`config.mk`:
```
export PLATFORM = sky130hd
export DESIGN_NAME = viterbi_top
export DESIGN_NICKNAME = d
export VERILOG_FILES = /design/src/hdl/vit_ctrl_pkg.sv /design/src/hdl/vit_trellis_pkg.sv /design/src/hdl/vit_ifs.sv /design/src/hdl/acs_array.sv /design/src/hdl/survivor_mem.sv /design/src/hdl/traceback_unit.sv /design/src/hdl/vit_control.sv /design/src/hdl/vit_counter.sv /design/src/hdl/viterbi_top.sv
export VERILOG_INCLUDE_DIRS = /design/src /design/src/hdl
export SDC_FILE = /design/constraint.sdc
export NUM_CORES = 2
export LEC_CHECK = 0
export BUFFER_PORTS_ARGS = -buffer_cell sky130_fd_sc_hd__buf_2
export CAP_MARGIN = 15
export CORE_MARGIN = 4
export CORE_UTILIZATION = 40
export CTS_CLUSTER_DIAMETER = 60
export DETAILED_ROUTE_END_ITERATION = 8
export PLACE_DENSITY = 0.63
export SETUP_SLACK_MARGIN = 0.1
export SLEW_MARGIN = 40
export SYNTH_ARGS = -nofsm -noshare
export SYNTH_HDL_FRONTEND = slang
export SYNTH_HIERARCHICAL = 1
export SYNTH_SLANG_ARGS = --single-unit
```
`constraint.sdc`:
```
create_clock -name clk -period 28.1 [get_ports clk]
set_input_delay 7.025 -clock clk [delete_from_list [all_inputs] [get_ports clk]]
set_output_delay 7.025 -clock clk [all_outputs]
set_load 0.01 [all_outputs]
```
`src/hdl/vit_config.svh`:
```
`ifndef VIT_CONFIG_SVH
`define VIT_CONFIG_SVH

////////////////////////////////////////////////////////////////////////
// convolutional code, rate 1/2
////////////////////////////////////////////////////////////////////////

// constraint length and trellis size
`define VIT_K 5
`define VIT_NUM_STATES 16

// generator taps, 23 and 35 octal
// bit 0 of a tap mask lines up with the newest input bit of the
// encoder window {state, input}; symbol bit 0 comes from G0, bit 1 from G1
`define VIT_G0 5'o23
`define VIT_G1 5'o35

////////////////////////////////////////////////////////////////////////
// decoder sizing
////////////////////////////////////////////////////////////////////////

// path metric width, saturating at the all-ones value
`define VIT_METRIC_W 6

// symbols walked back per decoded bit
`define VIT_TB_DEPTH 20

// survivor storage
`define VIT_SURV_DEPTH 32
`define VIT_PTR_W 5

`endif

```
`src/hdl/vit_ctrl_pkg.sv`:
```
package vit_ctrl_pkg;

    // decoder sequence, one symbol in flight at a time
    typedef enum logic [1:0] {
        IDLE   = 2'd0,
        ACS    = 2'd1,
        TRACE  = 2'd2,
        OUTPUT = 2'd3
    } ctrl_state_t;

    // traceback step number, 1 up to the traceback depth
    typedef logic [4:0] step_cnt_t;

    // symbols stored so far, saturating at the traceback depth
    typedef logic [4:0] fill_cnt_t;

endpackage

```
`src/hdl/vit_trellis_pkg.sv`:
```
`include "vit_config.svh"

package vit_trellis_pkg;

    // received code symbol, bit 0 from G0 and bit 1 from G1
    typedef logic [1:0] symbol_t;

    // encoder state, the last four input bits
    // newest bit sits in bit 0
    typedef logic [`VIT_K-2:0] state_t;

    // accumulated path metric
    typedef logic [`VIT_METRIC_W-1:0] metric_t;

    // hamming distance of one symbol, 0 to 2
    typedef logic [1:0] bmetric_t;

    // one bit per state, set when the upper predecessor survived
    typedef logic [`VIT_NUM_STATES-1:0] decision_t;

    // survivor memory address
    typedef logic [`VIT_PTR_W-1:0] surv_ptr_t;

endpackage

```
`src/hdl/vit_ifs.sv`:
```
`timescale 1ns/1ps

////////////////////////////////////////////////////////////////////////
// survivor memory port
////////////////////////////////////////////////////////////////////////

interface surv_if import vit_trellis_pkg::*; ();

    logic      wr_en;
    decision_t wr_data;
    surv_ptr_t wr_ptr;
    surv_ptr_t rd_addr;
    decision_t rd_data;

    // the ACS array writes one decision word per symbol
    modport writer (output wr_en, output wr_data);

    modport mem (input wr_en, input wr_data, input rd_addr, output wr_ptr, output rd_data);

    // traceback reads asynchronously at rd_addr
    modport reader (output rd_addr, input wr_ptr, input rd_data);

endinterface

////////////////////////////////////////////////////////////////////////
// control to counter strobes
////////////////////////////////////////////////////////////////////////

interface step_if ();

    logic fill_inc;
    logic trace_start;
    logic trace_step;
    logic filled;
    logic trace_last;

    modport ctrl (output fill_inc, output trace_start, output trace_step,
                  input filled, input trace_last);

    modport count (input fill_inc, input trace_start, input trace_step,
                   output filled, output trace_last);

endinterface

```
`src/hdl/acs_array.sv`:
```
`timescale 1ns/1ps

`include "vit_config.svh"

module acs_array import vit_trellis_pkg::*; (
    input  logic     clk,
    input  logic     reset,
    input  symbol_t  in_symbol,
    input  logic     accept,
    input  logic     acs_en,
    surv_if.writer   surv,
    output state_t   best_state
);

    symbol_t   sym_q;
    metric_t   pm_q [`VIT_NUM_STATES];
    metric_t   min_q;
    metric_t   pm_d [`VIT_NUM_STATES];
    decision_t dec_d;
    state_t    best_d;
    metric_t   best_m;

    // hamming distance between the symbol and the code word of one
    // transition, win is {predecessor state, input bit}
    function automatic bmetric_t branch_metric(input symbol_t sym, input logic [`VIT_K-1:0] win);
        symbol_t code;
        code[0] = ^(win & `VIT_G0);
        code[1] = ^(win & `VIT_G1);
        branch_metric = {1'b0, code[0] ^ sym[0]} + {1'b0, code[1] ^ sym[1]};
    endfunction

    // symbol held for the ACS cycle
    always_ff @(posedge clk) begin
        if (accept) begin
            sym_q <= in_symbol;
        end
    end

    ////////////////////////////////////////////////////////////////////////
    // add compare select, all states at once
    ////////////////////////////////////////////////////////////////////////

    always_comb begin
        logic [`VIT_METRIC_W:0] sum0;
        logic [`VIT_METRIC_W:0] sum1;
        logic [`VIT_METRIC_W:0] norm;
        state_t ns;
        state_t p0;
        state_t p1;
        for (int s = 0; s < `VIT_NUM_STATES; s++) begin
            ns = state_t'(s);
            // predecessors differ only in the bit shifted out
            p0 = {1'b0, ns[`VIT_K-2:1]};
            p1 = {1'b1, ns[`VIT_K-2:1]};
            sum0 = {1'b0, pm_q[p0]} + branch_metric(sym_q, {1'b0, ns});
            sum1 = {1'b0, pm_q[p1]} + branch_metric(sym_q, {1'b1, ns});
            // ties keep the lower predecessor
            dec_d[s] = (sum1 < sum0);
            norm = (dec_d[s] ? sum1 : sum0) - {1'b0, min_q};
            // unreached states sit at the top until a real path arrives
            pm_d[s] = norm[`VIT_METRIC_W] ? '1 : norm[`VIT_METRIC_W-1:0];
        end
    end

    // best state over the new metrics, lowest index on a tie
    always_comb begin
        best_d = '0;
        best_m = pm_d[0];
        for (int s = 1; s < `VIT_NUM_STATES; s++) begin
            if (pm_d[s] < best_m) begin
                best_d = state_t'(s);
                best_m = pm_d[s];
            end
        end
    end

    // metric registers, encoder known to start in state 0
    always_ff @(posedge clk) begin
        if (reset) begin
            for (int s = 0; s < `VIT_NUM_STATES; s++) begin
                pm_q[s] <= (s == 0) ? '0 : '1;
            end
            min_q <= '0;
        end else if (acs_en) begin
            pm_q  <= pm_d;
            min_q <= best_m;
        end
    end

    assign surv.wr_en   = acs_en;
    assign surv.wr_data = dec_d;
    assign best_state   = best_d;

endmodule

```
`src/hdl/survivor_mem.sv`:
```
`timescale 1ns/1ps

`include "vit_config.svh"

module survivor_mem import vit_trellis_pkg::*; (
    input logic clk,
    input logic reset,
    surv_if.mem surv
);

    decision_t mem [`VIT_SURV_DEPTH];
    surv_ptr_t wr_ptr;
    surv_ptr_t wr_addr;

    // next word goes one past the newest, wrapping round the buffer
    assign wr_addr = wr_ptr + 1'b1;

    always_ff @(posedge clk) begin
        if (surv.wr_en) begin
            mem[wr_addr] <= surv.wr_data;
        end
    end

    always_ff @(posedge clk) begin
        if (reset) begin
            wr_ptr <= '0;
        end else if (surv.wr_en) begin
            wr_ptr <= wr_addr;
        end
    end

    assign surv.wr_ptr = wr_ptr;

    // asynchronous read for the traceback walk
    assign surv.rd_data = mem[surv.rd_addr];

endmodule

```
`src/hdl/traceback_unit.sv`:
```
`timescale 1ns/1ps

`include "vit_config.svh"

module traceback_unit import vit_trellis_pkg::*; (
    input  logic   clk,
    input  logic   reset,
    input  logic   trace_start,
    input  logic   trace_step,
    input  state_t best_state,
    surv_if.reader surv,
    output logic   out_bit
);

    state_t    cur_state;
    surv_ptr_t rd_addr;
    logic      last_bit;
    logic      upper;
    state_t    pred_state;

    ////////////////////////////////////////////////////////////////////////
    // backward walk through the survivor words
    ////////////////////////////////////////////////////////////////////////

    // decision of the current state picks which predecessor survived
    assign upper      = surv.rd_data[cur_state];
    assign pred_state = {upper, cur_state[`VIT_K-2:1]};

    always_ff @(posedge clk) begin
        if (reset) begin
            cur_state <= '0;
            rd_addr   <= '0;
            last_bit  <= 1'b0;
        end else if (trace_start) begin
            cur_state <= best_state;
            // the word of this symbol is written on the same edge,
            // one past the current newest entry
            rd_addr   <= surv.wr_ptr + 1'b1;
        end else if (trace_step) begin
            cur_state <= pred_state;
            rd_addr   <= rd_addr - 1'b1;
            // input bit of the symbol being stepped over
            last_bit  <= cur_state[0];
        end
    end

    assign surv.rd_addr = rd_addr;

    // holds after the final step until the next traceback
    assign out_bit = last_bit;

endmodule

```
`src/hdl/vit_control.sv`:
```
`timescale 1ns/1ps

module vit_control import vit_ctrl_pkg::*; (
    input  logic clk,
    input  logic reset,
    input  logic in_valid,
    output logic in_ready,
    input  logic out_ready,
    output logic out_valid,
    output logic acs_en,
    step_if.ctrl step
);

    ctrl_state_t state;
    ctrl_state_t state_nxt;

    always_ff @(posedge clk) begin
        if (reset) begin
            state <= IDLE;
        end else begin
            state <= state_nxt;
        end
    end

    always_comb begin
        state_nxt = state;
        case (state)
            IDLE: begin
                if (in_valid) begin
                    state_nxt = ACS;
                end
            end
            // a single ACS cycle, traceback only once the window is full
            ACS: begin
                state_nxt = step.filled ? TRACE : IDLE;
            end
            TRACE: begin
                if (step.trace_last) begin
                    state_nxt = OUTPUT;
                end
            end
            OUTPUT: begin
                if (out_ready) begin
                    state_nxt = IDLE;
                end
            end
            default: state_nxt = IDLE;
        endcase
    end

    // handshake sides
    assign in_ready  = (state == IDLE);
    assign out_valid = (state == OUTPUT);

    // datapath strobes
    assign acs_en           = (state == ACS);
    assign step.fill_inc    = (state == ACS);
    assign step.trace_start = (state == ACS) && step.filled;
    assign step.trace_step  = (state == TRACE);

endmodule

```
`src/hdl/vit_counter.sv`:
```
`timescale 1ns/1ps

`include "vit_config.svh"

module vit_counter import vit_ctrl_pkg::*; (
    input logic   clk,
    input logic   reset,
    step_if.count step
);

    fill_cnt_t fill_cnt;
    step_cnt_t step_cnt;

    ////////////////////////////////////////////////////////////////////////
    // fill count
    ////////////////////////////////////////////////////////////////////////

    always_ff @(posedge clk) begin
        if (reset) begin
            fill_cnt <= '0;
        end else if (step.fill_inc && (fill_cnt != fill_cnt_t'(`VIT_TB_DEPTH))) begin
            fill_cnt <= fill_cnt + 1'b1;
        end
    end

    // the symbol now in ACS completes a full window of stored words
    assign step.filled = (fill_cnt >= fill_cnt_t'(`VIT_TB_DEPTH - 1));

    ////////////////////////////////////////////////////////////////////////
    // traceback steps
    ////////////////////////////////////////////////////////////////////////

    always_ff @(posedge clk) begin
        if (reset) begin
            step_cnt <= '0;
        end else if (step.trace_start) begin
            // first TRACE cycle is step 1
            step_cnt <= step_cnt_t'(1);
        end else if (step.trace_step) begin
            step_cnt <= step_cnt + 1'b1;
        end
    end

    assign step.trace_last = (step_cnt == step_cnt_t'(`VIT_TB_DEPTH));

endmodule

```
`src/hdl/viterbi_top.sv`:
```
`timescale 1ns/1ps

module viterbi_top import vit_trellis_pkg::*; (
    input  logic    clk,
    input  logic    reset,
    // symbol input
    input  logic    in_valid,
    output logic    in_ready,
    input  symbol_t in_symbol,
    // decoded bit output
    output logic    out_valid,
    input  logic    out_ready,
    output logic    out_bit
);

    logic   accept;
    logic   acs_en;
    state_t best_state;

    surv_if surv0 ();
    step_if step0 ();

    assign accept = in_valid & in_ready;

    ////////////////////////////////////////////////////////////////////////
    // sequencing
    ////////////////////////////////////////////////////////////////////////

    vit_control control0 (
        .clk       (clk),
        .reset     (reset),
        .in_valid  (in_valid),
        .in_ready  (in_ready),
        .out_ready (out_ready),
        .out_valid (out_valid),
        .acs_en    (acs_en),
        .step      (step0.ctrl)
    );

    vit_counter counter0 (
        .clk   (clk),
        .reset (reset),
        .step  (step0.count)
    );

    ////////////////////////////////////////////////////////////////////////
    // datapath
    ////////////////////////////////////////////////////////////////////////

    acs_array acs0 (
        .clk        (clk),
        .reset      (reset),
        .in_symbol  (in_symbol),
        .accept     (accept),
        .acs_en     (acs_en),
        .surv       (surv0.writer),
        .best_state (best_state)
    );

    survivor_mem mem0 (
        .clk   (clk),
        .reset (reset),
        .surv  (surv0.mem)
    );

    traceback_unit trace0 (
        .clk         (clk),
        .reset       (reset),
        .trace_start (step0.trace_start),
        .trace_step  (step0.trace_step),
        .best_state  (best_state),
        .surv        (surv0.reader),
        .out_bit     (out_bit)
    );

endmodule

```
==> results.ini <==
[routing]
ant_nets=0
firstDrtPassIters=5
avgRoutedWirePerCell_um=20.34
drc_errors=0
vias_per_cell=5.552
wirelength_um=109300
dr_total_vias=29840
drt_iter0_markers=2395

[clocking]
clockRootBuffer=clkbuf_16
clock_sinks=643
numCtsBuffers=70
cts_tree=yes
clkLatencyLatePin_ns=0.63
clk_pin_slew_ns=0.06
h-tree-depth=3
clk_path_buf_depth=3

[global_routing]
grt_start_max_net_pins=120
grt_pass1_vias=28160
grt_usage_pct=19.69
grt_pass1_wl_um=166100
overflow=0
antenna_found_initial=1

[sta]
setup-violations-final=0
slew_violations=0
fin_crit_sh_pct=95.25
slew_headroom_pct=41.74
finalHoldViolations=0
fin_skew_ns=0.04027
tightestPinTransition_ns=0.8496
period_minus_slack_ns=26.77
setup_tns_ns=0
fmax_mhz=37.36

[floorplan]
row_count=117
start_util_pct=40.29
ios=9
dieArea_mm2=0.1078
fp.dieH_um=328.3
die_w_um=328.3
core_mm2=0.1019

[worst_setup_path]
end_kind=flip-flop
crit_fanout=9
worstPathArrival_ns=27.27
crit_path_top_delay_cell=or4_1
critPathLaunchType=flip-flop
critPathRequiredTime_ns=28.60
crit_top_cell=ha_1
criticalPathCategory=reg -> reg
max_stage_delay_ns=0.52

[final_layout]
nFillCells=9529
utilization_pct=45.49
fin_nets=4302
multi_input_area_mm2=0.02215
layout-drive-gt1-share_pct=13.16
area_delta_synth_final_pct=12.93
fin_cells=5375
final-seq-area_mm2=0.01802
fin_area_mm2=0.04635

[place]
port_buffers=8
place_congestion=0.9261
placed_cell_area_mm2=0.04301
dp_hpwl_um=75790
placed_cells=5202

[yosys]
synth_most_common_cell=edfxtp_1
yosys_register_bits=643
synth_common_cells=514 x edfxtp_1, 333 x mux2i_1, 310 x ha_1
synth_area_mm2=0.04105
syn_nets=4208
synth_flop_cell=edfxtp_1
synth.distinct_cells=120
synth_edf_count=514
syn_area_per_cell_um2=10.63
synth-seq-area-share_pct=43.90
synth_area_leaders=edfxtp_1 38%, ha_1 9.4%, mux2i_1 8.1%
async_flop_share_pct=0
synth_top_cell_by_area=edfxtp_1
ys_warn_count=6
synthDominantCellAreaShare_pct=37.60
syn_inst=3860

[hold_path]
min_path_type=reg -> reg

[flow_run]
max-cap-violations=0

[outcome]
status=complete, no violations

[critical path, delay by kind of cell (launching register included)]
family                     cells  cell delay [ns]
muxes                          6             1.67
adders and majority gates     22             5.64
xor gates and xnor gates       1             0.16
and+or+nand+nor               41             5.68
DFF                            1             0.41
AOI/OAI and AO/OA             69            11.75
buffers and inverters         10             1.25
[sequential cells by signal (all words and copies together), names as in the netlist, named ones only]
signal	flops
mem0/surv.wr_ptr	5
counter0/step_cnt	5
trace0/out_bit	1
acs0/sym_q	2
mem0/mem	512
counter0/fill_cnt	5
acs0/pm_q	96
acs0/min_q	6
trace0/cur_state	4
control0/state	1
trace0/surv.rd_addr	5
[logic make-up after synthesis]
logic type | synth area share, %
and+or+nand+nor | 12.37
AOI/OAI and AO/OA | 14.78
DFF | 43.90
muxes | 8.624
adders and majority gates | 11.16
buffers and inverters | 3.932
xor gates and xnor gates | 5.243
[metal layers]
metal,GRT usage (%),routed length (um),up-vias
met5,0,0,-
met2,32.19,50640,779
met3,2.278,5439,186
met1,27.33,49470,14460
li1,-,-,14410
met4,6.387,3764,0
[cell usage in the layout, fill, tap and decap left out, types with 12 or more instances in the layout]
master,n
nor2_1,259
inv_1,147
and2_1,28
a211o_1,40
o21a_1,13
ha_1,294
o21ai_1,24
nor2b_1,82
a21oi_1,232
o21bai_1,20
nand2_1,301
o21ai_0,123
a22oi_1,67
nand2b_1,53
o21ai_2,12
xor2_1,115
a31oi_1,30
a22o_1,34
a21oi_2,19
clkbuf_16,73
nand4_1,40
a21o_1,104
edfxtp_1,514
fa_1,30
mux2i_1,331
buf_4,190
nand3_1,89
a211oi_1,19
xnor2_1,124
dfxtp_1,128
nor3_1,45
and3_1,27
or2_2,27
o211ai_1,21
[timing repair]
action                                  4_1_cts  5_1_grt
resized for setup                            24      127
hold buffers                                  0        0
endpoints found under the setup margin       10       10
pin swaps                                     8       71
setup buffers                                11       36
[layout make-up]
class / count / share of cell area (%)
clock buffer: 85 / 4.060
tap: 1368 / 3.693
clock inverter: 39 / 0.9880
inverter: 155 / 1.271
timing repair buffer: 202 / 3.328
antenna: 1 / 0.005399
multi-input combinational: 2882 / 47.78
sequential: 643 / 38.88
[per-stage QoR]
step / setup slack [ns] / hold slack (ns)
finish: 1.334 / 0.4927
global route: -0.2270 / 0.5142
CTS: 0.1139 / 0.4960
detailed placement: -0.7263 / 0.4826
global placement: 0.2415 / 0.4732
floorplan: 0.1542 / 0.4488
[final timing paths]
check	startpoint	to	slack, ns	depth (start not counted)
worst min register to register	acs0/pm_q[12]$_SDFFE_PP1P_	acs0/pm_q[12]$_SDFFE_PP1P_	0.49	2
worst max-delay path	acs0/sym_q[0]$_DFFE_PP_	acs0/min_q[3]$_SDFFE_PP0P_	1.33	149
worst max register to register	acs0/sym_q[0]$_DFFE_PP_	acs0/min_q[3]$_SDFFE_PP0P_	1.33	149
worst min-delay path	acs0/pm_q[12]$_SDFFE_PP1P_	acs0/pm_q[12]$_SDFFE_PP1P_	0.49	2
Power is left out: the tool's default activity adds up to more than one toggle a clock period on the data nets, which glitch-free logic cannot reach.
